[src/include/membus_consts.svh]
// memory bus constants: address map, UART register offsets and serial bit timing
`ifndef MEMBUS_CONSTS_SVH
`define MEMBUS_CONSTS_SVH

// address map
// 0x0000 - 0xff7f  word RAM
// 0xff80 - 0xff8f  seven-segment display
// 0xff90 - 0xff9f  16450-style UART
`define HEX_BASE 16'hFF80
`define UART_BASE 16'hFF90

// UART register offsets within its range
`define UART_THR 3'd0
`define UART_LSR 3'd5
`define UART_SCR 3'd7

// clocks per serial bit
`define BAUD_DIV 8

// RAM depth in halfwords, upper addresses alias
`define RAM_WORDS 1024

`endif
[src/design/membus_pkg.sv]
// memory bus types: data vectors, request structs and transmitter states
package membus_pkg;

    typedef logic [15:0] wordT;
    typedef logic [7:0] byteT;
    typedef logic [15:0] busAddrT;
    typedef logic [14:0] ramAddrT;
    typedef logic [2:0] regAddrT;
    // bit 1 is the high byte
    typedef logic [1:0] laneT;

    // processor strobe bus, be flags a byte access
    typedef struct packed {
        busAddrT addr;
        wordT wdata;
        logic we;
        logic be;
    } busReqT;

    typedef struct packed {
        ramAddrT addr;
        wordT wdata;
        laneT lanes;
        logic we;
    } ramReqT;

    typedef struct packed {
        regAddrT addr;
        byteT data;
        logic we;
    } devWrT;

    typedef enum logic [1:0] {txIdle, txStart, txData, txStop} txStateT;

endpackage

[src/design/memoryIo.sv]
// bus controller: address decode, byte-lane steering and read-data selection
`timescale 1ns/1ns
`include "membus_consts.svh"

module memoryIo import membus_pkg::*; (
    input busReqT req,
    input wordT ramRdata,
    input byteT uartRdata,
    output ramReqT ramReq,
    output logic hexWe,
    output wordT hexData,
    output devWrT uartWr,
    output wordT rdata
);

    logic isRam;
    logic isHex;
    logic isUart;
    logic lowLane;
    byteT ramByte;

    // region decode
    assign isRam = req.addr < `HEX_BASE;
    assign isUart = req.addr >= `UART_BASE;
    assign isHex = !isRam && !isUart;

    // odd address picks the low byte
    assign lowLane = req.addr[0];

    // byte address to halfword index
    assign ramReq.addr = req.addr[15:1];
    assign ramReq.we = req.we && isRam;

    always_comb begin
        ramReq.wdata = req.wdata;
        ramReq.lanes = 2'b11;
        if (req.be) begin
            if (lowLane) begin
                ramReq.wdata = {8'h00, req.wdata[7:0]};
                ramReq.lanes = 2'b01;
            end else begin
                ramReq.wdata = {req.wdata[7:0], 8'h00};
                ramReq.lanes = 2'b10;
            end
        end
    end

    assign hexWe = req.we && isHex;
    assign hexData = req.wdata;

    // UART sees only the low address bits and the low data byte
    assign uartWr.addr = req.addr[2:0];
    assign uartWr.data = req.wdata[7:0];
    assign uartWr.we = req.we && isUart;

    assign ramByte = lowLane ? ramRdata[7:0] : ramRdata[15:8];

    always_comb begin
        if (isRam) begin
            if (req.be) begin
                rdata = {8'h00, ramByte};
            end else begin
                rdata = ramRdata;
            end
        end else if (isUart) begin
            rdata = {8'h00, uartRdata};
        end else begin
            // display has no read side, return a marker
            rdata = 16'hCAFE;
        end
    end

endmodule

[config.mk]
export PLATFORM = sky130hd
export DESIGN_NAME = memoryIo
export DESIGN_NICKNAME = d
export VERILOG_FILES = /design/src/design/membus_pkg.sv /design/src/design/memoryIo.sv
export VERILOG_INCLUDE_DIRS = /design/src /design/src/include
export SDC_FILE = /design/constraint.sdc
export NUM_CORES = 1
export LEC_CHECK = 0
export BUFFER_PORTS_ARGS = -buffer_cell sky130_fd_sc_hd__buf_2
export CORE_MARGIN = 5
export CORE_UTILIZATION = 30
export DETAILED_ROUTE_END_ITERATION = 10
export PLACE_DENSITY = 0.85
export SYNTH_ARGS = -nofsm -noshare
export SYNTH_HDL_FRONTEND = slang
export SYNTH_SLANG_ARGS = --single-unit
export TNS_END_PERCENT = 50
[constraint.sdc]
create_clock -name vclk -period 1
set_input_delay 0.05 -clock vclk [all_inputs]
set_output_delay 0.05 -clock vclk [all_outputs]
set_load 0.005 [all_outputs]
**After elaboration in Yosys (flattened, before gate mapping)**

Cells that the tools add are included.

- Magnitude comparators: 2
- Muxes and demuxes: 6
- Reductions and logical operators: 6

Operators with widths:

| kind | number |
|---|---|
| 16-bit two-way mux | 3 |
| 18-bit two-way mux | 2 |
| 16-bit greater-or-equal comparator, second input constant | 1 |
| 16-bit less-than comparator, second input constant | 1 |
| 8-bit two-way mux | 1 |
| 1-bit logical AND | 4 |
| 1-bit zero test | 2 |

- Bits in registers: 0
- Output and inout bits: 79
- Word-level logic and storage cells: 14

**Depth between registers and ports, before layout**

- Word-level depth: 4
- Gate-level depth with buffers: 6
- Depth with buffers taken out: 5

**Worst setup path after synthesis**

No wires, ideal clock.

- Kind: input to output
- Start point: input req[26] in the netlist's numbering
- End point: output rdata[0]
- Arrival: 0.874 ns
- Data required time: 0.950 ns
- Setup slack: 0.076 ns
- Stages: 4
- Buffers on the path: 1
- Cells stage by stage: nand4_1 -> nor3_4 -> buf_6 -> mux2i_1

- Cells in the longest elaborated chain, start to end: 3
- Elaborated cells between the ends (all ways): 4
- Those cells by class: order compare (2); mux (2)

Ends and longest elaborated chain:

| what | line | RTL |
|---|---|---|
| start, declared | memoryIo.sv:6 | `input busReqT req,` |
| 16-bit greater-or-equal comparator (no source line) | n/a |  |
| 16-bit two-way mux | memoryIo.sv:65 | `end else if (isUart) begin` |
| 16-bit two-way mux * | memoryIo.sv:59 | `if (isRam) begin` |
| end, declared | memoryIo.sv:13 | `output wordT rdata` |

Mark *: on every way between the ends. The rest lies on a longest branch, timed or not.

**Final worst setup path**

- Start point: input req[31] in the netlist's numbering
- End point: output rdata[14]

The elaborated chain is that of the path after synthesis.

==> results.md <==
- VDD IR max: 0.278 mV
- Hold path endpoint: ramReq[21]
- Critical path cell sequence: buf_6, nand4_1, o31a_4, a22o_1, buf_2
- Syn_area_per_cell: 7.78 µm²
- Synth Instances: 110
- Vias in the first global route: 995
- Max Slew Vio Count: 0
- Total chip power: 0.512 mW
- Hold Violations, Final: 0
- Slowest Stage Delay on Critical Path: 0.37 ns
- Place WS: -0.114 ns
- Sequential cell area fraction in the yosys report: 0%
- Max_slew headroom: 86.9%
- Fin cells: 230
- Seq_cells: 0
- Status: finished with violations
- Final nets: 259
- Max Fclk: 0.963 GHz
- First-pass GRT wire length: 4290 µm
- Dpl hpwl: 2470 µm
- Drt first pass iters: 4
- Share of layout cells above drive strength 1: 77.9%
- Ant diodes: 0
- Average wire per cell in the routed design: 12.2 µm
- Synth unique cells: 26
- Critical path's slowest cell: o31a_4
- Die W: 63.4 µm
- Pwr/cell area: 396 nW/µm²
- Period utilisation layout: 104%
- PortBufs: 129
- Gr ovfl total: 0
- Synth-to-layout area growth: 50.9%
- Flip-flop and latch area: 0 µm²
- Die height: 63.4 µm
- FP Rows: 19
- Vias/cell: 4.51
- Post-CTS Hold Fix Bufs: 0
- Slew @ Worst Pin: 0.196 ns
- Worst hold path startpoint: req[21]
- GPL Wtd Cong: 0.721
- Setup WS post-layout: -0.0385 ns
- Worst Path Required: 0.95 ns
- Number of nets with antenna violations after routing: 0
- Via Count: 1037
- Yosys warning count: 0
- Minimum clock period: 1.04 ns
- Initial antenna violation count: 0
- Max cap viols: 0
- CP max FO: 8
- DR DRC count: 0
- Post-route setup TNS: -0.306 ns
- Worst hold stages: 0
- GRT Resource Usage Total: 12.2%
- Violated checks: setup timing
- Initial Utilization: 31.3%
- CP Capture Type: output port
- Worst hold path class: input pin to output port
- Setup CP Type: input pin to output port
- Largest net degree at the start of global routing: 18
- RSZ-0062 raised after global routing: yes
- CP arrival: 0.99 ns
- Mapped Area: 856 µm²
- Detailed Route WL: 2800 µm
- Cells after DPL: 230
- Util after Layout: 47.2%
- Crit path from: req[31]
- Iter 0 DRT Violations: 25
- Synthesized Nets: 168
- # clk buffers: 0
- # IOs: 137
- Die area: 4020 µm²
- Startpoint Class: input pin
- Final Setup Violations: 13
- Static leakage: 0.817 nW
- Core box area: 2730 µm²
-- through the flow --
step                hold slack [ns]  area (µm²)
CTS                           0.100        1290
global placement              0.100        1240
global route                  0.100        1290
finish                        0.100        1290
detailed placement            0.100        1240
floorplan                     0.141         856
-- worst max-delay path: cells and delay by family --
family,cells,cell delay (ns)
and+or+nand+nor,1,0.18
AOI/OAI and AO/OA,2,0.57
buffers and inverters,2,0.19
-- layout by cell type, fill, tap and decap left out --
cell type | netlist | layout
o21ai_0 | 2 | 2
nand3_4 | 0 | 1
nor2_8 | 1 | 1
o31a_4 | 0 | 1
inv_1 | 2 | 2
inv_2 | 1 | 1
buf_12 | 0 | 1
buf_4 | 42 | 4
buf_2 | 1 | 125
buf_6 | 1 | 4
nand2b_1 | 1 | 1
a22o_1 | 4 | 4
nor2b_1 | 1 | 1
nor2_1 | 7 | 7
and3_1 | 1 | 1
nand2_1 | 2 | 1
nand2_2 | 0 | 1
nor3_4 | 1 | 1
and2_2 | 8 | 8
nand3b_1 | 2 | 2
inv_6 | 1 | 1
nor3_1 | 1 | 1
and3b_1 | 1 | 1
nand4_1 | 1 | 1
a22o_2 | 6 | 6
mux2i_1 | 16 | 16
and2_1 | 4 | 4
-- worst max-delay path by stage --
| stage | endpoint | slack [ns] | cells after the start |
|---|---|---|---|
| floorplan | rdata[0] | 0.08 | 4 |
| global placement | rdata[14] | -0.11 | 5 |
| detailed placement | rdata[11] | -0.11 | 5 |
| CTS | rdata[7] | -0.03 | 6 |
| global route | rdata[6] | -0.13 | 6 |
| finish | rdata[14] | -0.04 | 5 |
-- final cells by class --
cell class / instances / area [µm²]
multi-input cells: 61 / 512
fillers: 269 / 1440
inverters: 4 / 20.0
well taps: 31 / 38.8
repair buffers: 134 / 721
-- power breakdown --
part / switching (mW) / leakage (nW) / internal, mW
clock network: 0 / 0 / 0
logic: 0.220 / 0.817 / 0.291
registers: 0 / 0 / 0
-- cell usage after synthesis --
cell type	n	share of area [%]
a22o_2	6	7.0
o31a_2	1	1.2
inv_2	1	0.44
nand3_1	1	0.58
o21ai_0	2	1.2
nor2b_1	1	0.73
nand2_1	2	0.88
and2_1	4	2.9
nand2b_1	1	0.73
mux2i_1	16	19
nand3b_1	2	1.8
nor3_4	1	1.9
nor2_1	7	3.1
buf_4	42	37
and2_2	8	7.0
and3_1	1	0.73
nor3_1	1	0.58
buf_2	1	0.58
a22o_1	4	4.1
inv_1	2	0.88
nor2_8	1	2.3
buf_8	1	1.8
inv_6	1	1.0
and3b_1	1	1.0
nand4_1	1	0.73
buf_6	1	1.3
-- repair_timing --
| item | in CTS | in global routing |
|---|---|---|
| endpoints found under the hold margin | 0 | 0 |
| pin swaps | 4 | 2 |
| setup buffers | 0 | 0 |
| setup endpoints to repair | 18 | 18 |
| resized for setup | 8 | 0 |
-- routing by layer --
metal / track usage [%] / wire length (µm)
met1: 13.3 / 902
met2: 24.1 / 1430
met3: 3.37 / 463
met4: 0.519 / 9
met5: 0 / 0
-- cell families (layout without fill, tap and decap cells) --
group	count (synthesis)	after routing	share of synthesized area [%]
buffers and inverters	49	138	42.8
muxes	16	16	18.7
AOI/OAI and AO/OA	13	13	13.5
and+or+nand+nor	32	32	25.0
Power figures use the tool's default switching activity.
