`src/include/membus_consts.svh`:
```
// memory bus constants: address map, UART register offsets and serial bit timing
`ifndef MEMBUS_CONSTS_SVH
`define MEMBUS_CONSTS_SVH

// address map
// 0x0000 - 0xff7f  word RAM
// 0xff80 - 0xff8f  seven-segment display
// 0xff90 - 0xff9f  16450-style UART
`define HEX_BASE 16'hFF80
`define UART_BASE 16'hFF90

// UART register offsets within its range
`define UART_THR 3'd0
`define UART_LSR 3'd5
`define UART_SCR 3'd7

// clocks per serial bit
`define BAUD_DIV 8

// RAM depth in halfwords, upper addresses alias
`define RAM_WORDS 1024

`endif
```
`src/design/membus_pkg.sv`:
```
// memory bus types: data vectors, request structs and transmitter states
package membus_pkg;

    typedef logic [15:0] wordT;
    typedef logic [7:0] byteT;
    typedef logic [15:0] busAddrT;
    typedef logic [14:0] ramAddrT;
    typedef logic [2:0] regAddrT;
    // bit 1 is the high byte
    typedef logic [1:0] laneT;

    // processor strobe bus, be flags a byte access
    typedef struct packed {
        busAddrT addr;
        wordT wdata;
        logic we;
        logic be;
    } busReqT;

    typedef struct packed {
        ramAddrT addr;
        wordT wdata;
        laneT lanes;
        logic we;
    } ramReqT;

    typedef struct packed {
        regAddrT addr;
        byteT data;
        logic we;
    } devWrT;

    typedef enum logic [1:0] {txIdle, txStart, txData, txStop} txStateT;

endpackage

```
`src/design/uartTxFsm.sv`:
```
// UART transmit FSM, shifts 8N1 frames out on txd
`timescale 1ns/1ns

module uartTxFsm import membus_pkg::*; (
    input logic clk,
    input logic rst,
    input logic thrFull,
    input logic bitTick,
    input byteT thrData,
    output logic txReady,
    output logic txBusy,
    output logic timerStart,
    output logic timerEn,
    output logic txd
);

    txStateT state;
    byteT shiftReg;
    logic [2:0] bitCnt;

    assign txReady = (state == txIdle);
    assign txBusy = (state != txIdle);
    // take the byte and start the bit timer together
    assign timerStart = txReady && thrFull;
    assign timerEn = txBusy;

    always_ff @(posedge clk) begin
        if (rst) begin
            state <= txIdle;
            bitCnt <= '0;
        end else begin
            case (state)
                txIdle: if (thrFull) state <= txStart;
                txStart: begin
                    if (bitTick) begin
                        state <= txData;
                        bitCnt <= '0;
                    end
                end
                txData: begin
                    if (bitTick) begin
                        bitCnt <= bitCnt + 3'd1;
                        if (bitCnt == 3'd7) state <= txStop;
                    end
                end
                default: if (bitTick) state <= txIdle;
            endcase
        end
    end

    // lsb first
    always_ff @(posedge clk) begin
        if (timerStart) begin
            shiftReg <= thrData;
        end else if (state == txData && bitTick) begin
            shiftReg <= {1'b0, shiftReg[7:1]};
        end
    end

    assign txd = (state == txStart) ? 1'b0 : (state == txData) ? shiftReg[0] : 1'b1;

endmodule

```
`config.mk`:
```
export PLATFORM = sky130hd
export DESIGN_NAME = uartTxFsm
export DESIGN_NICKNAME = d
export VERILOG_FILES = /design/src/include/membus_consts.svh /design/src/design/membus_pkg.sv /design/src/design/uartTxFsm.sv
export SDC_FILE = /design/constraint.sdc
export NUM_CORES = 1
export LEC_CHECK = 0
export BUFFER_PORTS_ARGS = -buffer_cell sky130_fd_sc_hd__clkbuf_2
export CAP_MARGIN = 20
export CORE_MARGIN = 5
export CORE_UTILIZATION = 44
export CTS_CLUSTER_SIZE = 20
export DETAILED_ROUTE_END_ITERATION = 8
export PLACE_DENSITY = 0.71
export SETUP_SLACK_MARGIN = 0.02
export SLEW_MARGIN = 5
export SYNTH_ARGS = -nofsm -noshare
export SYNTH_HDL_FRONTEND = slang
export SYNTH_SLANG_ARGS = --single-unit
```
`constraint.sdc`:
```
create_clock -name clk -period 1.5 [get_ports clk]
set_input_delay 0.375 -clock clk [delete_from_list [all_inputs] [get_ports clk]]
set_output_delay 0.375 -clock clk [all_outputs]
set_load 0.005 [all_outputs]
```
Yosys cells after proc, flatten, opt, wreduce, memory -nomap -nowiden:

Index checks and enable logic that the tools add are counted.

* register bits: 13
* input bits: 12
* output and inout bits: 5
* word-level logic and storage cells: 33

* add/subtract/negate cells: 1
* equal/unequal tests: 7
* multiplexer cells: 13
* reductions and logical operators: 9

Operators by type and width (number)
* $mux W8: 2
* $mux W2: 5
* $ne A2 B2 Y1 const B: 4
* $reduce_bool A2 Y1: 4
* $mux W3: 2
* $pmux W2 S3: 1
* $pmux W3 S2: 1
* $reduce_and A5 Y1: 1
* $add A3 B1 Y3 const B: 1
* $eq A3 B3 Y1 const B: 1
* $reduce_and A3 Y1: 1
* $eq A2 B1 Y1 const B: 1
* $eq A2 B2 Y1 const B: 1
* $logic_and A1 B1 Y1: 2
* $logic_not A2 Y1: 1
* $mux W1: 2

Depth between registers and ports, before layout:

* depth in word-level cells: 4
* depth in mapped cells: 5

Least setup slack after synthesis:

OpenSTA, ideal clock, no wires.

* path type: reg-to-reg
* start point: reg state[0]
* end point: reg shiftReg[0] (data pin)
* arrival: 1.241 ns
* required time: 1.240 ns
* path slack: -0.001 ns
* cell stages (with the launch flop): 5
* path buffers: 0
* period minus slack after synthesis: 1.501 ns
* cells stage by stage: dfxtp_1 inv_1 ha_1 nand2_1 mux2_2

* word-level cells in the longest chain between the ends: 3

RTL lines
* start, declared: RTL line uartTxFsm.sv:17 `txStateT state;`
* start signal, assigned: RTL line uartTxFsm.sv:29 `state <= txIdle;`
* start signal, assigned: RTL line uartTxFsm.sv:33 `txIdle: if (thrFull) state <= txStart;`
* start signal, assigned: RTL line uartTxFsm.sv:36 `state <= txData;`
* $logic_not A2 Y1: RTL line uartTxFsm.sv:21 `assign txReady = (state == txIdle);`
* via txReady: RTL line uartTxFsm.sv:10 `output logic txReady,`
* $logic_and A1 B1 Y1: RTL line uartTxFsm.sv:24 `assign timerStart = txReady && thrFull;`
* $mux W8: RTL line uartTxFsm.sv:53 `if (timerStart) begin`
* end signal, assigned: RTL line uartTxFsm.sv:54 `shiftReg <= thrData;`
* end signal, assigned: RTL line uartTxFsm.sv:56 `shiftReg <= {1'b0, shiftReg[7:1]};`
* end, declared: RTL line uartTxFsm.sv:18 `byteT shiftReg;`

The timed path passes the listed nets, and every way through them passes these cells.
A chain may end at the register's enable or synchronous reset.

Worst setup path in the final report:

* start point: reg state[0]
* end point: out timerEn

* word-level cells in the longest chain between the ends: 1

RTL lines
* $reduce_bool A2 Y1: RTL line uartTxFsm.sv:22 `assign txBusy = (state != txIdle);`
* end, declared: RTL line uartTxFsm.sv:13 `output logic timerEn,`

Every way passes these cells.

==> results.tsv <==
stage	metric	value	unit
power	Power Total	1.60	mW
sta	Max Slew Vio Count	0	
detailed_routing	DR pass1 iterations	4	
floorplan	Die Y-Extent	48.2	um
logic_synthesis	post-synth cell types	18	
logic_synthesis	Post-synth ARST share	0	
critical_path	sequence of cells on the critical path	inv_4, ha_4, buf_6, inv_4, buf_6	
critical_path	reg-to-reg endpoint	state[1]	
critical_path	CP bufs+invs	4	
clocking	CTS H-tree lvls	1	
logic_synthesis	Post-synth EDFFs	8	
critical_path	CP max FO	3	
logic_synthesis	most instantiated library cell after synthesis	edfxtp_1	
logic_synthesis	syn nets	72	
clocking	CTS Buffer Depth	2	
logic_synthesis	Syn Inst Count	55	
final_layout	# diodes	0	
placement	Final GP Congestion	0.773	
critical_path	crit path launch type	flip-flop	
min_path	HP Class	primary input to flip-flop	
detailed_routing	vias per cell	4.93	
sta	final period utilization	1.01	
final_layout	share of layout cells above drive strength 1	0.532	
global_route	largest net degree at the start of global routing	10	
sta	Max Fclk	662	MHz
logic_synthesis	register bit total from synthesis	13	
clocking	CTS tree	yes	
power	P per Cell Area	1860	nW/um^2
power	Worst VDD drop	0.00157	V
critical_path	required time worst endpoint	1120	ps
sta	setup TNS	-22.1	ps
sta	time the worst path needs with I/O delays and setup	1510	ps
power	Leakage Power	0.372	nW
logic_synthesis	sequential element share of the synthesized area	0.529	
logic_synthesis	Mapped Area	643	um^2
detailed_routing	antenna-violating nets left	0	
final_layout	Multi-input gate area	317	um^2
logic_synthesis	Post-synth top flop	edfxtp_1	
floorplan	core box area	1330	um^2
global_route	Total GRT Usage	0.129	
critical_path	worst r2r src	state[0]	
clocking	CTS Buf Count	3	
logic_synthesis	top-area cell type share of the netlist area	0.374	
logic_synthesis	synthesis warning total	0	
clocking	root buffer cell	clkbuf_4	
clocking	clock-pin slew of the registers on the worst-case setup and hold paths	80	ps
floorplan	die width	48.2	um
final_layout	NumNets Final	95	
status	status	finished, violations left	
clocking	Clock Sinks	13	
global_route	number of global-route vias before repair	451	
critical_path	CP Class	flip-flop to primary output	
global_route	first-pass GRT wire length	1.99	mm
logic_synthesis	largest area contributor in the netlist	edfxtp_1	
final_layout	Area Growth Syn to Fin	33.7	%
critical_path	WP data arrival	1140	ps
critical_path	reg-to-reg slack, setup	20	ps
status	failing checks	setup timing	
clocking	Hold-fix buffers, CTS	0	
min_path	hold_sp	rst	
logic_synthesis	Avg Cell Area, Syn	11.7	um^2
critical_path	Critical Path End Type	primary output	
detailed_routing	WL/cell	13.3	um
logic_synthesis	Synth area leaders	edfxtp_1 (37%), dfxtp_1 (16%), mux2_2 (12%)	
critical_path	critical path's slowest cell	dfxtp_2	
final_layout	register area	345	um^2
min_path	Worst Hold Depth	2	
critical_path	delay-heaviest family, CP	flip-flops	
sta	Worst Tran Pin Value	337	ps
floorplan	row cnt	13	
floorplan	Initial Util	0.482	
detailed_routing	Via Count	454	
global_route	Overflow after GRT	0	
critical_path	slowest stage delay, CP	370	ps
floorplan	die area	2330	um^2
sta	Slew headroom	0.773	
job	MaxCap Viol Count	0	
sta	final setup vio count	2	
min_path	Worst Hold End	bitCnt[2]	
sta	unrepaired setup endpoints after global routing	true	
global_route	initial antenna violation count	0	
placement	hpwl dp	848	um
placement	# port buffers	16	
final_layout	Layout fillers	108	
detailed_routing	total wire length	1.23	mm
clocking	Worst-Skew Late Latency	270	ps
critical_path	Worst R2R Path Depth	6	
sta	fin worst setup slack	-11.5	ps
sta	clk_skew	2.19	ps
detailed_routing	Iteration-0 DRC Markers	4	
sta	Final Hold Violating Endpoints	0	
floorplan	io pins	17	
logic_synthesis	Post-synth top cells	edfxtp_1 (8), inv_1 (7), mux2_2 (7)	
detailed_routing	drt drc	0	
==> registers in the layout, indices dropped and copies added (netlist names) <==
register  count
bitCnt        3
shiftReg      8
state         2
==> logic make-up (layout without fill, tap and decap cells) <==
logic type,count (synthesis),after routing,synth area share
mux,8,8,0.138
buf+inv,8,30,0.0525
compound gates,8,8,0.0856
fa+ha+maj,5,5,0.0973
simple gates,13,13,0.0973
flops,13,13,0.529
==> routing by layer <==
metal  GRT usage  up-vias  share of wire
li1            -      239              -
met1       0.151      201           0.43
met2       0.208       12           0.48
met3      0.0443        2          0.071
met4      0.0645        0          0.015
met5           0        -              0
==> stage by stage <==
| step | instance area [um^2] | instances | setup WS, ps | utilization | hold WS [ps] |
|---|---|---|---|---|---|
| floorplan | 646 | 55 | 77.6 | - | 438 |
| global placement | 744 | 86 | 48.7 | 0.558 | 460 |
| detailed placement | 744 | 86 | 14.3 | 0.558 | 469 |
| CTS | 842 | 92 | -26.5 | 0.631 | 328 |
| global route | 860 | 92 | -61.1 | 0.644 | 342 |
| finish | 860 | 92 | -11.5 | 0.644 | 340 |
==> worst max path at each step <==
stage / slack [ps] / from / depth (start not counted) / endpoint
2_1_floorplan: 80 / state[0] / 4 / shiftReg[0]
3_3_place_gp: 50 / state[0] / 4 / shiftReg[0]
3_5_place_dp: 10 / state[0] / 4 / shiftReg[6]
4_1_cts: -30 / state[1] / 5 / timerEn
5_1_grt: -60 / state[0] / 5 / timerEn
6_report: -10 / state[0] / 5 / timerEn
==> power breakdown <==
group / total [mW] / internal, mW / switching (mW)
Combinational: 0.793 / 0.432 / 0.361
Sequential: 0.595 / 0.540 / 0.0554
Clock: 0.213 / 0.103 / 0.111
Total: 1.60 / 1.08 / 0.527
==> cells in the final DEF, fill, tap and decap left out <==
cell / instances
a32oi_1: 2
or2_2: 1
nand2_1: 4
ha_2: 1
nor2_1: 3
buf_6: 3
edfxtp_1: 8
mux2i_1: 1
nand2_8: 1
a21oi_2: 1
o21ai_0: 1
buf_4: 2
o21a_1: 1
buf_2: 1
clkbuf_1: 1
clkbuf_2: 13
a222oi_1: 1
a21oi_1: 2
mux2_2: 7
clkbuf_4: 3
inv_4: 3
ha_4: 2
ha_1: 2
dfxtp_4: 1
dfxtp_1: 3
inv_2: 1
dfxtp_2: 1
inv_1: 3
and3_1: 1
or2b_1: 1
nand2b_1: 2
==> timing repair <==
action | CTS | global route
endpoints found under the hold margin | 0 | 0
buffers inserted | 2 | 0
endpoints found under the setup margin | 21 | 7
gates resized for setup | 16 | 6
pin swaps | 2 | 1
==> area by class of cell <==
| cell class | instances | share of cell area |
|---|---|---|
| clock buffer | 4 | 0.0306 |
| inverter | 7 | 0.0393 |
| tap | 15 | 0.0218 |
| sequential | 13 | 0.402 |
| timing repair buffer | 19 | 0.138 |
| multi-input combinational | 34 | 0.368 |
Power figures use the tool's default switching activity.
