[config.mk]
export PLATFORM = sky130hd
export DESIGN_NAME = baudTimer
export DESIGN_NICKNAME = d
export VERILOG_FILES = /design/src/design/baudTimer.sv
export VERILOG_INCLUDE_DIRS = /design/src /design/src/include
export SDC_FILE = /design/constraint.sdc
export NUM_CORES = 1
export LEC_CHECK = 0
export BUFFER_PORTS_ARGS = -buffer_cell sky130_fd_sc_hd__buf_2
export CORE_AREA = 4 4 41 43
export DETAILED_ROUTE_END_ITERATION = 6
export DIE_AREA = 0 0 45 47
export MAX_ROUTING_LAYER = met4
export PLACE_DENSITY = 0.3
export SYNTH_ARGS = -nofsm -noshare
export SYNTH_HDL_FRONTEND = slang
export SYNTH_SLANG_ARGS = --single-unit
[constraint.sdc]
create_clock -name clk -period 1.3 [get_ports clk]
set_input_delay 0.065 -clock clk [delete_from_list [all_inputs] [get_ports clk]]
set_output_delay 0.065 -clock clk [all_outputs]
set_load 0.005 [all_outputs]
[src/include/membus_consts.svh]
// memory bus constants: address map, UART register offsets and serial bit timing
`ifndef MEMBUS_CONSTS_SVH
`define MEMBUS_CONSTS_SVH

// address map
// 0x0000 - 0xff7f  word RAM
// 0xff80 - 0xff8f  seven-segment display
// 0xff90 - 0xff9f  16450-style UART
`define HEX_BASE 16'hFF80
`define UART_BASE 16'hFF90

// UART register offsets within its range
`define UART_THR 3'd0
`define UART_LSR 3'd5
`define UART_SCR 3'd7

// clocks per serial bit
`define BAUD_DIV 8

// RAM depth in halfwords, upper addresses alias
`define RAM_WORDS 1024

`endif
[src/design/baudTimer.sv]
// bit-period timer, pulses bitTick at the end of every serial bit
`timescale 1ns/1ns
`include "membus_consts.svh"

module baudTimer (
    input logic clk,
    input logic rst,
    input logic timerStart,
    input logic timerEn,
    output logic bitTick
);

    localparam int CW = $clog2(`BAUD_DIV + 1);
    localparam logic [CW-1:0] RELOAD = CW'(`BAUD_DIV - 1);

    logic [CW-1:0] count;

    always_ff @(posedge clk) begin
        if (rst) begin
            count <= '0;
        end else if (timerStart) begin
            count <= RELOAD;
        end else if (timerEn) begin
            // wrap straight back so consecutive bits stay exact
            count <= (count == '0) ? RELOAD : count - 1'b1;
        end
    end

    assign bitTick = timerEn && (count == '0);

endmodule

Yosys cells after proc, flatten, opt, wreduce, memory -nomap -nowiden

Index checks and enable logic that the tools add are counted.
Widths: inputs -> output; s select.

$add $sub $neg: 1
Multiply operators: 0
Div/mod/pow operators: 0
Magnitude comparators: 0
Eq/ne operators: 0
Shift-type cells: 0
Mux-type cells: 3
Bitwise gates (word level): 0
Reduce and logical (&&, ||, !) cells: 4

Operators with widths:

| cell                | count |
|---|---|
| $mux 3              | 2 |
| $logic_not 4->1     | 1 |
| $mux 4              | 1 |
| $sub 4x1->4 const B | 1 |
| $reduce_bool 2->1   | 1 |
| $reduce_or 2->1     | 1 |
| $logic_and 1x1->1   | 1 |

Register bits after elaboration: 4
Latch bits: 0
Memory bits (writable): 0
Bits in read-only memories: 0
Output and inout port bits: 1
Logic and storage cells: 10
Memories: 0

Depth between registers and ports, before layout

Gate-level depths: netlist of the first run.

Word-level depth: 4
Mapped depth: 5

Least setup slack after synthesis of the first run

No wires, ideal clock.

Kind: register -> register
Start: reg count[0]
End: reg count[3]
Setup time: 0.129 ns
Arrival: 0.920 ns
Data required time: 1.171 ns
Slack: 0.251 ns
Stages on the path, launching flop included: 6
Buffers on the path: 0
Clock period less this slack: 1.049 ns
Cells stage by stage: dfxtp_1 -> inv_1 -> ha_1 -> nand2_1 -> nor3_1 -> nor4_2

Longest elaborated chain between the ends: 2
Elaborated cells between the ends (all ways): 3
Classes of those cells: add/sub (1); mux (1); reduce/logical (1)

RTL lines:

| item                                                  | RTL line        | RTL |
|---|---|---|
| start: declaration                                    | baudTimer.sv:16 | `logic [CW-1:0] count;` |
| start signal: assignment                              | baudTimer.sv:25 | `count <= (count == '0) ? RELOAD : count - 1'b1;` |
| $sub 4x1->4 / $logic_not 4->1 (equally long branches) | baudTimer.sv:25 |  |
| $mux 4 (*)                                            | baudTimer.sv:25 |  |

Mark *: on every way between the ends. The rest lies on a longest branch, timed or not.
A chain may end at the register's enable or synchronous reset.

Worst setup path after layout of the first run

Start: reg count[0]
End: out bitTick

Longest elaborated chain between the ends: 2

RTL lines:

| item              | RTL line        | RTL |
|---|---|---|
| $logic_not 4->1   | baudTimer.sv:29 | `assign bitTick = timerEn && (count == '0);` |
| $logic_and 1x1->1 | baudTimer.sv:29 |  |
| end: declaration  | baudTimer.sv:10 | `output logic bitTick` |

No other way between the ends.

==> results.yml, run 1 <==
setup_path:
  worst_ep_arrival_time_ps: 1160
  reg2regPathDepth: 6
  worst-setup-path-type: "reg -> out"
  cp.depth: 5
  startpoint_type: "flop"
  path_max_fanout: 3
  cp_slowest_stage_delay_ps: 350
  crit_path_cell_trace: "inv_2 -> ha_2 -> nand2_2 -> nor3_2 -> buf_2"
  end_kind: "output pin"
  cp-startpoint: "count[0]"
  slowest_stage: "dfxtp_4"
  cp_top_family: "flip-flops"
  r2r_slack_ps: 190
  critPathCapture: "bitTick"
  reg2reg_to: "count[3]"
  path_buf_inv: 2
  r2r-start: "count[1]"
  required_ps: 1240
sta:
  setup_tns_ps: 0
  setup_slack_ps: 75.0
  skew_ps: 2.81
  timing.fmax_ghz: 0.816
  fin_crit_sh_pct: 94.2
  rsz0062_at_grt: "no"
  min_period_ps: 1230
  whs_ps: 13.0
  max_slew_margin_pct: 86.0
  tightest_slew_ps: 209
  setup_viol: 0
  drv_slew: 0
  hold_viol_final: 0
cts:
  tritoncts: "done"
  cts_made_buffers: 3
  cts-root-buf: "clkbuf_4"
  clk_latency_ps: 230
  cts.sinks: 4
  cts_buffer_depth: 2
  clk_pin_slew_worst_paths_ps: 40
  htree_levels: 1
routing:
  wl_per_cell_um: 8.74
  drtIter0Drc: 0
  ant_nets: 0
  drc: 0
  dr_total_vias: 159
  wirelength_um: 376
  vias_per_cell: 3.70
  firstDrtPassIters: 1
cells_and_area:
  final_common_cell: "buf_2"
  largest_reg_flops: 4
  fin_area_um2: 283
  reg_top3: "count: 4 flops"
  antenna_cells: 0
  drive_gt1_share_pct: 57.1
  fin_nets: 35
  layout_common_cells: "buf_2 (4), a21oi_1 (3), clkbuf_4 (3)"
  areaGrowthSynthToFinish_pct: 42.1
  top_register: "count"
  fillers: 151
die:
  coreArea_um2: 1300
  die_area_um2: 2120
  initial_utilization_pct: 15.3
  num_rows: 13
  io_pins: 5
  die_w_um: 45
  die_y_um: 47
placed_design:
  place_area_um2: 238
  port_buffers: 4
  gp_congestion: 0.626
  preCtsSetupSlack_ps: 161
  post-dp-hpwl_um: 318
power_and_ir_drop:
  ir_drop_mv: 0.349
  p_per_area_nw_per_um2: 1230
  power.leakage_uw: 0.000116
  total_power_uw: 348
yosys:
  ys_types: 11
  synth_seq_cells: 4
  seq_area_frac_synth_pct: 40.3
  synthesis.area_um2: 199
  avgSynthCellArea_um2: 9.95
  ys_warn_count: 0
  synth_top_cell_by_area: "dfxtp_1"
  synth_top_area_share_pct: 40.3
  yosys-top-cells-area: "dfxtp_1 (40%), nor4b_4 (12%), xnor2_1 (8.8%)"
  synth_nets: 25
  syn_inst: 20
global_route:
  antenna_found_initial: 0
  gr-total-overflow: 0
  grt_use_total_pct: 4.73
  grt_max_degree: 6
  grt_pass1_vias: 178
  grt_pass1_wl_um: 586
flow_run:
  drv_cap: 0
run_status:
  outcome: "complete, no violations"
min_path:
  hold_path_class: "in -> reg"
  holdPathStages: 2
-- cell families (layout without fill, tap and decap cells) --
logic type / after synthesis / count (layout) / share of synthesized area (%)
AOI/OAI and AO/OA: 4 / 4 / 10.1
xor gates and xnor gates: 3 / 3 / 13.2
adders and majority gates: 1 / 1 / 6.29
buffers and inverters: 3 / 11 / 5.66
DFF: 4 / 4 / 40.3
and+or+nand+nor: 5 / 5 / 24.5
-- synth_stat cells --
master and n:
nor4_2 1, nor3_1 1, nor4b_4 1, nand2_1 2, xor2_1 1, ha_1 1
dfxtp_1 4, a21oi_1 3, xnor2_1 2, inv_1 3, o21ai_0 1
-- how the worst min path moves through the flow --
stage,start,end,slack [ps]
final,timerStart,count[3],10
after global placement,timerStart,count[3],250
after CTS,timerStart,count[3],7
after global routing,timerStart,count[3],10
after floorplan,rst,count[0],130
after detailed placement,timerStart,count[3],260
-- cell type report --
| class | count | area (um2) | area share (%) |
|---|---|---|---|
| multi-input cells | 13 | 118 | 41.6 |
| flip-flops and latches | 4 | 85.1 | 30.1 |
| inverters | 3 | 11.3 | 3.98 |
| repair buffers | 5 | 27.5 | 9.73 |
| clock buffers | 3 | 22.5 | 7.96 |
| well taps | 15 | 18.8 | 6.64 |
-- worst register-to-register path, delay by kind of cell (launching register included) --
kind / cells / cell delay [ps]
adders and majority gates: 1 / 180
buffers and inverters: 2 / 190
DFF: 1 / 350
and+or+nand+nor: 3 / 310
-- per-layer routing --
metal | routed length, um | track usage, % | part of all wire, % | up-vias
li1 | - | - | - | 84
met1 | 149 | 3.41 | 40 | 71
met2 | 214 | 7.06 | 57 | 4
met3 | 12 | 1.15 | 3.2 | 0
met4 | 0 | 8.77 | 0 | 0
met5 | 0 | - | 0 | -
-- power by group --
group	switching, uW	total [uW]	leakage (uW)	internal (uW)
registers	12.9	147	0.0000339	134
clock network	45.4	148	0.0000138	103
logic	24.1	52.8	0.0000684	28.7
-- timing repair --
| item | in CTS | in global routing |
|---|---|---|
| resized for setup | 1 | 6 |
| pin swaps | 0 | 3 |
| setup endpoints to repair | 1 | 1 |
| buffers inserted | 0 | 1 |
| hold buffers | 0 | 0 |
-- through the flow --
stage,cells,utilization (%)
5_1_grt,43,21.7
3_3_place_gp,39,18.3
6_report,43,21.7
4_1_cts,42,20.4
2_1_floorplan,20,-
3_5_place_dp,39,18.3
Power figures use the tool's default switching activity.
==> run 2: changes to the inputs <==
--- a/config.mk
+++ b/config.mk
@@ -10,6 +10,7 @@
 export CORE_AREA = 4 4 41 43
 export DETAILED_ROUTE_END_ITERATION = 6
 export DIE_AREA = 0 0 45 47
+export GPL_TIMING_DRIVEN = 0
 export MAX_ROUTING_LAYER = met4
 export PLACE_DENSITY = 0.3
 export SYNTH_ARGS = -nofsm -noshare
==> results.yml, run 2 (same netlist as run 1, synthesis figures left out) <==
cts:
  cts-root-buf: "clkbuf_4"
  cts_buffer_depth: 2
  ctsHoldBuffers: 0
  clk_pin_slew_worst_paths_ps: 40
  tritoncts: "done"
  cts_made_buffers: 3
  htree_levels: 1
  cts.sinks: 4
  clk_latency_ps: 230
setup_path:
  required_ps: 1240
  path_buf_inv: 2
  crit_path_cell_trace: "inv_1 -> ha_2 -> nand2_4 -> nor3_4 -> buf_2"
  slowest_stage: "dfxtp_2"
  startpoint_type: "flop"
  cp_top_family: "flip-flops"
  path_max_fanout: 3
  end_kind: "output pin"
  worst-setup-path-type: "reg -> out"
  worst_ep_arrival_time_ps: 1180
  cp_slowest_stage_delay_ps: 330
placed_design:
  place_area_um2: 238
  gp_congestion: 0.587
  post-dp-hpwl_um: 283
  preCtsSetupSlack_ps: 169
  port_buffers: 4
routing:
  ant_nets: 0
  drc: 0
  wl_per_cell_um: 8.72
  drtIter0Drc: 0
  wirelength_um: 375
  dr_total_vias: 158
  firstDrtPassIters: 1
  vias_per_cell: 3.67
power_and_ir_drop:
  ir_drop_mv: 0.272
  p_per_area_nw_per_um2: 1230
  power.leakage_uw: 0.000124
  total_power_uw: 358
cells_and_area:
  fin_nets: 35
  fillers: 156
  largest_reg_flops: 4
  final_common_cell: "buf_2"
  drive_gt1_share_pct: 53.6
  reg_top3: "count: 4 flops"
  antenna_cells: 0
  top_register: "count"
  layout_common_cells: "buf_2 (4), inv_1 (3), a21oi_1 (3), clkbuf_4 (3)"
  fin_area_um2: 292
  final_core_util_pct: 22.4
  areaGrowthSynthToFinish_pct: 46.5
sta:
  min_period_ps: 1240
  tightest_slew_ps: 230
  skew_ps: 3.12
  whs_ps: 10.4
  setup_viol: 0
  timing.fmax_ghz: 0.804
  hold_viol_final: 0
  drv_slew: 0
  fin_crit_sh_pct: 95.7
  setup_slack_ps: 56.4
  max_slew_margin_pct: 84.7
global_route:
  grt_pass1_wl_um: 558
  antenna_found_initial: 0
  grt_max_degree: 6
  grt_pass1_vias: 157
  grt_use_total_pct: 4.65
  gr-total-overflow: 0
die:
  initial_utilization_pct: 15.3
  die_area_um2: 2120
  io_pins: 5
  die_w_um: 45
  die_y_um: 47
  num_rows: 13
  coreArea_um2: 1300
flow_run:
  drv_cap: 0
min_path:
  hold_path_class: "in -> reg"
run_status:
  outcome: "complete, no violations"
==> run 2: metrics by stage <==
step                instances  TNS (ps)
floorplan                  20         0
global placement           39         0
detailed placement         39         0
CTS                        42         0
global route               43     -4.60
finish                     43         0
==> run 2: area by class of cell <==
cell class,instances,area (um2),area share (%)
well taps,15,18.8,6.44
inverters,3,11.3,3.86
clock buffers,3,22.5,7.73
multi-input cells,13,129,44.2
flip-flops and latches,4,82.6,28.3
repair buffers,5,27.5,9.44
==> run 2: final timing paths <==
check | from | depth (start not counted) | end | slack (ps)
worst max-delay path | count[0] | 5 | bitTick | 60
worst min-delay path | timerStart | 2 | count[3] | 10
worst max register to register | count[0] | 6 | count[3] | 160
worst min register to register | count[0] | 2 | count[0] | 570
==> run 2: power breakdown <==
| group | total [uW] | internal (uW) | switching [uW] |
|---|---|---|---|
| clock network | 151 | 103 | 47.8 |
| registers | 148 | 134 | 13.8 |
| logic | 58.7 | 31.7 | 27.0 |
| total | 358 | 269 | 88.6 |
==> run 2: metal layers <==
layer  global-route usage (%)  share of wire [%]
met1                     3.42                 43
met2                     6.78                 53
met3                     1.15                3.7
met4                     8.77                  0
met5                        -                  0
==> run 2: timing repair <==
| action | CTS | global route |
|---|---|---|
| setup endpoints to repair | 1 | 1 |
| pin swaps | 0 | 1 |
| gates resized for setup | 1 | 6 |
| buffers inserted | 0 | 1 |
