### src/include/membus_consts.svh
// memory bus constants: address map, UART register offsets and serial bit timing
`ifndef MEMBUS_CONSTS_SVH
`define MEMBUS_CONSTS_SVH

// address map
// 0x0000 - 0xff7f  word RAM
// 0xff80 - 0xff8f  seven-segment display
// 0xff90 - 0xff9f  16450-style UART
`define HEX_BASE 16'hFF80
`define UART_BASE 16'hFF90

// UART register offsets within its range
`define UART_THR 3'd0
`define UART_LSR 3'd5
`define UART_SCR 3'd7

// clocks per serial bit
`define BAUD_DIV 8

// RAM depth in halfwords, upper addresses alias
`define RAM_WORDS 1024

`endif
### src/design/membus_pkg.sv
// memory bus types: data vectors, request structs and transmitter states
package membus_pkg;

    typedef logic [15:0] wordT;
    typedef logic [7:0] byteT;
    typedef logic [15:0] busAddrT;
    typedef logic [14:0] ramAddrT;
    typedef logic [2:0] regAddrT;
    // bit 1 is the high byte
    typedef logic [1:0] laneT;

    // processor strobe bus, be flags a byte access
    typedef struct packed {
        busAddrT addr;
        wordT wdata;
        logic we;
        logic be;
    } busReqT;

    typedef struct packed {
        ramAddrT addr;
        wordT wdata;
        laneT lanes;
        logic we;
    } ramReqT;

    typedef struct packed {
        regAddrT addr;
        byteT data;
        logic we;
    } devWrT;

    typedef enum logic [1:0] {txIdle, txStart, txData, txStop} txStateT;

endpackage

### src/design/uartRegs.sv
// UART register file: holding, scratch and line status registers
`timescale 1ns/1ns
`include "membus_consts.svh"

module uartRegs import membus_pkg::*; (
    input logic clk,
    input logic rst,
    input devWrT uartWr,
    input logic txReady,
    input logic txBusy,
    output logic thrFull,
    output byteT thrData,
    output byteT uartRdata
);

    byteT scratch;
    byteT lsr;
    logic thrWrite;
    logic scrWrite;

    // a write while the holding register is full is lost
    assign thrWrite = uartWr.we && (uartWr.addr == `UART_THR) && !thrFull;
    assign scrWrite = uartWr.we && (uartWr.addr == `UART_SCR);

    always_ff @(posedge clk) begin
        if (rst) begin
            thrFull <= 1'b0;
            scratch <= '0;
        end else begin
            // handoff to the transmitter empties the holding register
            if (thrFull && txReady) begin
                thrFull <= 1'b0;
            end else if (thrWrite) begin
                thrFull <= 1'b1;
            end
            if (scrWrite) begin
                scratch <= uartWr.data;
            end
        end
    end

    always_ff @(posedge clk) begin
        if (thrWrite) begin
            thrData <= uartWr.data;
        end
    end

    // bit 5 holding register empty, bit 6 transmitter empty
    assign lsr = {1'b0, !(thrFull || txBusy), !thrFull, 5'b0};

    always_comb begin
        case (uartWr.addr)
            `UART_LSR: uartRdata = lsr;
            `UART_SCR: uartRdata = scratch;
            default: uartRdata = '0;
        endcase
    end

endmodule

### config.mk
export PLATFORM = sky130hd
export DESIGN_NAME = uartRegs
export DESIGN_NICKNAME = d
export VERILOG_FILES = /design/src/design/membus_pkg.sv /design/src/design/uartRegs.sv
export VERILOG_INCLUDE_DIRS = /design/src /design/src/include
export SDC_FILE = /design/constraint.sdc
export NUM_CORES = 1
export LEC_CHECK = 0
export ABC_CLOCK_PERIOD_IN_PS = 2330
export BUFFER_PORTS_ARGS = -buffer_cell sky130_fd_sc_hd__buf_4
export CAP_MARGIN = 20
export CORE_MARGIN = 4
export CORE_UTILIZATION = 48
export DETAILED_ROUTE_END_ITERATION = 6
export PLACE_DENSITY = 0.86
export SETUP_SLACK_MARGIN = 0.4
export SLEW_MARGIN = 25
export SYNTH_ARGS = -nofsm -noshare
export SYNTH_HDL_FRONTEND = slang
export SYNTH_SLANG_ARGS = --single-unit
### constraint.sdc
create_clock -name clk -period 2.33 [get_ports clk]
set_clock_uncertainty 0.2 [all_clocks]
set_input_delay 0.233 -clock clk [delete_from_list [all_inputs] [get_ports clk]]
set_output_delay 0.233 -clock clk [all_outputs]
set_load 0.03 [all_outputs]
Word-level counts from Yosys, hierarchy flattened
Cells that the tools add are included.
Cells by class
  add/subtract/negate cells: 0
  $mul: 0
  div/mod/pow operators: 0
  magnitude comparators: 0
  equality and inequality tests: 2
  shift-type cells: 0
  mux-type cells: 1
  bitwise gates (word level): 0
  reduce and logical (&&, ||, !) cells: 9
Operators by type and width (number)
  8-bit one-hot mux with 2 select lines: 1
  3-bit == test, second input constant: 2
  1-bit logical AND: 4
  3-bit logical NOT: 1
  1-bit logical NOT: 2
  2-bit OR reduction: 1
  1-bit logical OR: 1
Word-level totals
  register bits: 17
  latch bits: 0
  memory bits (writable): 0
  bits in read-only memories: 0
  input port bits: 16
  output and inout bits: 17
  word-level logic and storage cells: 15
  memories: 0

Depth between registers and ports, before layout
Gate-level depths: netlist (run 1).
  depth in word-level cells: 3
  gate-level depth with buffers: 3
  depth with buffers taken out: 2

Least setup slack after synthesis (run 1)
OpenSTA, ideal clock, no wires.
  kind: reg-to-output
  start: reg thrFull
  end: out uartRdata[6]
  arrival time: 1307 ps
  data required time: 1897 ps
  path slack: 590 ps
  cell stages (with the launch flop): 3
  path buffers: 0
  path through: dfxtp_1 > or3_1 > a21oi_1
On the way
  cells in the longest elaborated chain, start to end: 3
RTL lines
  start: declaration: line uartRegs.sv:11  | output logic thrFull,
  start signal: assignment: line uartRegs.sv:27  | thrFull <= 1'b0;
  start signal: assignment: line uartRegs.sv:32  | thrFull <= 1'b0;
  start signal: assignment: line uartRegs.sv:34  | thrFull <= 1'b1;
  1-bit logical OR: line uartRegs.sv:49  | assign lsr = {1'b0, !(thrFull || txBusy), !thrFull, 5'b0};
  1-bit logical NOT: line uartRegs.sv:49
  8-bit one-hot mux with 2 select lines: line uartRegs.sv:52  | case (uartWr.addr)
  end: declaration: line uartRegs.sv:13  | output byteT uartRdata
Every way passes these cells.

Final worst setup path (run 1)
  start: reg thrFull
  end: reg thrData[0] (enable)
On the way
  cells in the longest elaborated chain, start to end: 2
RTL lines
  1-bit logical NOT: line uartRegs.sv:22  | assign thrWrite = uartWr.we && (uartWr.addr == `UART_THR) && !thrFull;
  1-bit logical AND: line uartRegs.sv:22
  via thrWrite: line uartRegs.sv:18  | logic thrWrite;
  end signal: assignment: line uartRegs.sv:44  | thrData <= uartWr.data;
  end: declaration: line uartRegs.sv:12  | output byteT thrData,
The timed path passes the listed nets, and every way through them passes these cells.
A chain may end at the register's enable or synchronous reset.

==> run metrics, run 1 <==
die area 2235 um^2; post-CTS sizing 0; leakage power 0.0004548 uW; core box area 1383 um^2; antenna cells 0; Setup Fix Bufs, Post-CTS 0; Top delay family on crit path simple AND/OR/NAND/NOR gates; Buffers on Ports 32; RePlAce Congestion 0.7403; post-layout worst setup margin 0.5423 ns; Worst setup EP type flip-flop; number of hold buffers added after cts 8; Cell Area, Synth 740.7 um^2; initial antenna violation count 0; worst hold-check path type in2reg; nets 122; CTS tree done; fmax 559.4 MHz; critical path peak fanout 8; Yosys Warn Count 0; syn avg cell area 11.95 um^2; clk buf depth 2; vias in the first global route 618; Synth Area in Simple Gates 0.2736; Worst R2R Path Depth 2; worst path bufs/invs 0; status complete, no violations; antenna-violating nets left 0; Util after Layout 0.7964; #FFs+latches synth 17; critical path's slowest cell nor2_1; CP Depth 2; largest family of logic cells by synthesized area simple AND/OR/NAND/NOR gates; Core Rows 13; Place WS 0.4676 ns; Skew-Pair Late Insertion Delay 0.29 ns; # clock sinks 17; Die W 47.28 um; synthesis-to-layout area growth 48.65%; Syn Nets 78; minimum clock period 1.788 ns; Vias 584; total power 553.8 uW; Min-Delay Path Depth 2; Power Density 503.0 nW/um^2; Seq/Total Area, Yosys 0.5676; H-tree lvl count 1; Clk pin slew, worst setup/hold paths 0.10 ns; Required @ worst endpoint 2.06 ns; Initial Util 0.5357; Compound-Gate Fraction of Synth Area 0.03041; crit-path cells or2_2 -> nor2_1; post-synth cell types 17; Post-Synth XOR/XNOR Area 0; normalized max-slew margin 0.5474; post-synthesis mux area share 0.1081; DP HPWL 1164 um; layout cells sized above 1 0.3905; die height 47.28 um; drc violations 0; grt ovf 0; Max Slew Vio Count 0; CP Class reg2reg; Mapped Cells 62; routed len/inst 13.54 um; Root Driver clkbuf_4; Critical Path Start Type flip-flop; final setup fails 0; max cap viols 0; unrepaired setup endpoints after global routing false; CP peak stage delay 0.55 ns; first-pass GRT wire length 2656 um; fin crit share 0.7673; Tot GR Track Use 0.1717; crit path DAT 1.51 ns; pin count of the biggest net entering global routing 19; first-pass detailed-route iteration total 3; Slew @ Worst Pin 0.6764 ns; final WL 1625 um; Vias/cell 4.867; Final Hold Fails 0; setup_tns 0 ns; total CTS buffers 3; IO Pins 33; Max rail drop VDD 0.0003427 V; Adder-Cell Fraction of Synth Area 0; initial DRC count 4
[cell families after synthesis]
| logic type | count (synthesis) |
|---|---|
| buffers and inverters | 2 |
| muxes | 8 |
| DFF | 17 |
| AOI/OAI and AO/OA | 3 |
| and+or+nand+nor | 32 |
[cell type report]
cell class | instances | area [um^2]
Timing Repair Buffer | 41 | 330.3
Tap cell | 15 | 18.77
Clock buffer | 4 | 26.28
Fill cell | 92 | 281.5
Multi-Input combinational cell | 43 | 305.3
Sequential cell | 17 | 420.4
[layer usage]
metal / track usage / routed length (um)
met5: 0 / 0
met4: 0.08287 / 14
met3: 0.03448 / 85
met2: 0.2861 / 821
met1: 0.2094 / 703
[placed cells by master, fill, tap and decap left out, types with 2 or more instances in the layout]
master and n:
a21oi_1 2, clkbuf_4 3, dlygate4sd3_1 9, buf_4 32
and2_1 6, nand2_1 3, dfxtp_1 9, mux2i_1 8
edfxtp_1 8, nand2b_1 16
[path summary, 6_finish.rpt]
kind                   start    endpoint  slack (ns)
setup reg to reg     thrFull  thrData[0]        0.54
setup / recovery     thrFull  thrData[0]        0.54
hold / removal           rst     thrFull        0.03
hold reg to reg   scratch[3]  scratch[3]        0.27
[power breakdown]
group | internal [uW] | leakage (uW) | total [uW] | switching [uW]
Clock | 66.5 | 0.0000150 | 156 | 89.7
Combinational | 43.7 | 0.000294 | 76.7 | 33.0
Sequential | 318 | 0.000145 | 321 | 2.54
[cells in the mapped netlist (all sizes together)]
master,count,share of area
o31ai,1,0.017
and3,1,0.010
nand2b,16,0.14
or3,1,0.0085
buf,1,0.015
nand2,3,0.015
or2,1,0.0085
or3b,2,0.027
mux2i,8,0.11
edfxtp,8,0.32
dfxtp,9,0.24
a21oi,2,0.014
clkbuf,1,0.0051
and4,1,0.014
and2,6,0.051
nor2,1,0.0051
[state kept, by name, summed over array words and instances (netlist names)]
| signal | cells |
|---|---|
| thrData | 8 |
| scratch | 8 |
| thrFull | 1 |
[per-stage QoR]
step	std cells	cell area, um^2	hold WS, ns
3_5_place_dp	107	984.7	0.2234
4_1_cts	119	1091	0.002840
3_3_place_gp	107	984.7	0.2239
5_1_grt	120	1101	0.02879
6_report	120	1101	0.03165
2_1_floorplan	62	740.7	0.1319
No activity file was read; power rests on OpenSTA's default activity.
==> inputs of run 2 (changes only) <==
--- a/config.mk
+++ b/config.mk
@@ -6,13 +6,13 @@
 export SDC_FILE = /design/constraint.sdc
 export NUM_CORES = 1
 export LEC_CHECK = 0
-export ABC_CLOCK_PERIOD_IN_PS = 2330
+export ABC_CLOCK_PERIOD_IN_PS = 1650
 export BUFFER_PORTS_ARGS = -buffer_cell sky130_fd_sc_hd__buf_4
 export CAP_MARGIN = 20
 export CORE_MARGIN = 4
-export CORE_UTILIZATION = 48
+export CORE_UTILIZATION = 44
 export DETAILED_ROUTE_END_ITERATION = 6
-export PLACE_DENSITY = 0.86
+export PLACE_DENSITY = 0.8
 export SETUP_SLACK_MARGIN = 0.4
 export SLEW_MARGIN = 25
 export SYNTH_ARGS = -nofsm -noshare
==> constraint.sdc (replaced) <==
create_clock -name clk -period 1.65 [get_ports clk]
set_clock_uncertainty 0.2 [all_clocks]
set_input_delay 0.165 -clock clk [delete_from_list [all_inputs] [get_ports clk]]
set_output_delay 0.165 -clock clk [all_outputs]
set_load 0.03 [all_outputs]
==> run 2 against run 1 <==
Total power increased by 46%; largest cell class unchanged; register-to-register slack got worse by 0.25 ns; sequential cell count unchanged; non-clock buffer count increased by 6; sequential share of layout area decreased by 4.3 points; sequential power increased by 41%; largest power group unchanged; critical path type is now reg2out; die area increased by 7.5%; the run now ends with negative hold slack left; combinational power increased by 73%; worst hold slack got worse by 0.073 ns.
==> run metrics, run 2 (synthesis gave the netlist of run 1 again) <==
Logic pwr share 0.164 (+0.026); worst hold-check path type in2reg; normalized max-slew margin 0.8127 (+0.2653); number of hold buffers added after cts 9 (+1); initial DRC count 7 (+3); Vias/cell 4.929 (+1.3%); Core Rows 14 (+1); antenna-violating nets left 0 (unchanged); initial antenna violation count 0 (unchanged); critical path peak fanout 3 (-5); minimum clock period 1.604 ns; Die W 49.03 um (+3.7%); Tot GR Track Use 0.1566 (-0.01511); antenna cells 0 (unchanged); crit path DAT 1.24 ns (-0.27 ns); total power 810.5 uW (+46%); Max rail drop VDD 0.0004637 V (+35%); P_int 613.5 uW (+43%); drc violations 0 (unchanged); most frequent cells in the layout buf_4, nand2b_1, buf_6; hold_ws -0.04099 ns (-0.07265 ns); DP HPWL 1225 um (+5.2%); Clk pin slew, worst setup/hold paths 0.10 ns (about the same); CP Class reg2out; vias in the first global route 653 (+5.7%); layout cells sized above 1 0.5856 (+0.1951); max cap viols 0 (unchanged); Critical Path Start Type flip-flop; crit-path cells or3_4 -> a21oi_4 -> buf_6; Util after Layout 0.8255 (+0.02911); fmax 623.3 MHz; Worst setup EP type output port; first-pass GRT wire length 2967 um (+12%); critical path's slowest cell dfxtp_4; Switch Pwr 197.1 uW (+57%); final setup fails 0 (unchanged); H-tree lvl count 1 (unchanged); failing checks negative hold slack; Sw Ratio 0.2431 (+0.01696); Skew-Pair Late Insertion Delay 0.28 ns (about the same); total CTS buffers 3 (unchanged); nets 128 (+4.9%); Power Density 637.0 nW/um^2 (+27%); routed len/inst 14.94 um (+10%); die height 49.03 um (+3.7%); Top Registers scratch (8), thrData (8), thrFull (1); # clock sinks 17 (unchanged); grt ovf 0 (unchanged); Required @ worst endpoint 1.28 ns (-0.78 ns); unrepaired setup endpoints after global routing true; pin count of the biggest net entering global routing 19 (unchanged); core box area 1541 um^2 (+11%); first-pass detailed-route iteration total 4 (+1); synthesis-to-layout area growth 71.79%; RePlAce Congestion 0.7450 (+0.63%); die area 2404 um^2 (+7.5%); clk buf depth 2 (unchanged); Reg power frac 0.559 (-0.021); commonest non-fill, non-tap cell in the layout buf_4; Vias 626 (+7.2%); Max Slew Vio Count 0 (unchanged); Initial Util 0.4805 (-0.05523); Buffers on Ports 32 (unchanged); Root Driver clkbuf_4; leakage power 0.0005167 uW (+14%); CP peak stage delay 0.36 ns (-0.19 ns); CTS tree done; Slew @ Worst Pin 0.2810 ns (-0.3954 ns); status finished, violations left; Final Hold Fails 1 (+1); IO Pins 33 (unchanged); fin crit share 0.9724; final WL 1898 um (+17%); Clock power frac 0.278 (-0.004)
[run 2: cell types whose count changed in the layout (fill, tap and decap cells not counted), moves of 2 or more]
cell / delta
buf_6: +13
a21oi_1: -2
a21oi_4: +2
buf_4: -7
and2_1: -6
dfxtp_2: +6
dfxtp_1: -7
and2_4: +6
[run 2: cell type report]
class                           count  area, um^2
Fill cell                          81       269.0
Timing Repair Buffer               47       424.2
Clock buffer                        3       22.52
Tap cell                           16       20.02
Multi-Input combinational cell     43       369.1
Sequential cell                    17       431.7
Clock inverter                      1       5.005
[run 2: metrics by stage]
step / TNS [ns] / std cells / area (um^2) / setup slack, ns / hold slack [ns]
after global routing: -0.003679 / 127 / 1272 / -0.003679 / -0.05503
after CTS: 0 / 124 / 1220 / 0.03423 / -0.06887
after global placement: 0 / 108 / 1027 / 0.1849 / 0.1566
final: 0 / 127 / 1272 / 0.04561 / -0.04099
after detailed placement: 0 / 108 / 1027 / 0.1564 / 0.1556
after floorplan: 0 / 62 / 782.0 / 0.3304 / 0.06387
[run 2: what timing repair did]
action,4_1_cts,5_1_grt
resized for setup,20,7
setup endpoints to repair,16,21
pin swaps,0,0
buffers inserted,3,3
endpoints found under the hold margin,17,1
[run 2: path summary, 6_finish.rpt]
| check | cells after the start | from | slack (ns) | endpoint |
|---|---|---|---|---|
| worst max-delay path | 3 | thrFull | 0.05 | uartRdata[6] |
| worst min-delay path | 3 | txReady | -0.04 | thrFull |
| worst max register to register | 2 | thrFull | 0.29 | thrData[6] |
| worst min register to register | 2 | scratch[1] | 0.28 | scratch[1] |
[run 2: power by group through the flow]
stage / clock, uW / combinational, uW / sequential, uW
after floorplan: 0 / 45.0 / 469
after global placement: 0 / 98.8 / 461
after detailed placement: 0 / 101 / 462
after CTS: 228 / 124 / 452
after global routing: 252 / 142 / 454
final: 225 / 133 / 453
[run 2: layer usage]
metal / up-vias / part of all wire / GRT usage
met5: - / 0 / 0
met4: 0 / 0.0053 / 0.04933
met3: 2 / 0.048 / 0.04893
met2: 16 / 0.50 / 0.2717
met1: 297 / 0.45 / 0.1810
li1: 311 / - / -
[run 2: worst max-delay path: cells and delay by family, from the launching register on]
family / cells / cell delay (ns)
DFF: 1 / 0.36
AOI/OAI and AO/OA: 1 / 0.12
buffers and inverters: 1 / 0.14
and+or+nand+nor: 1 / 0.33
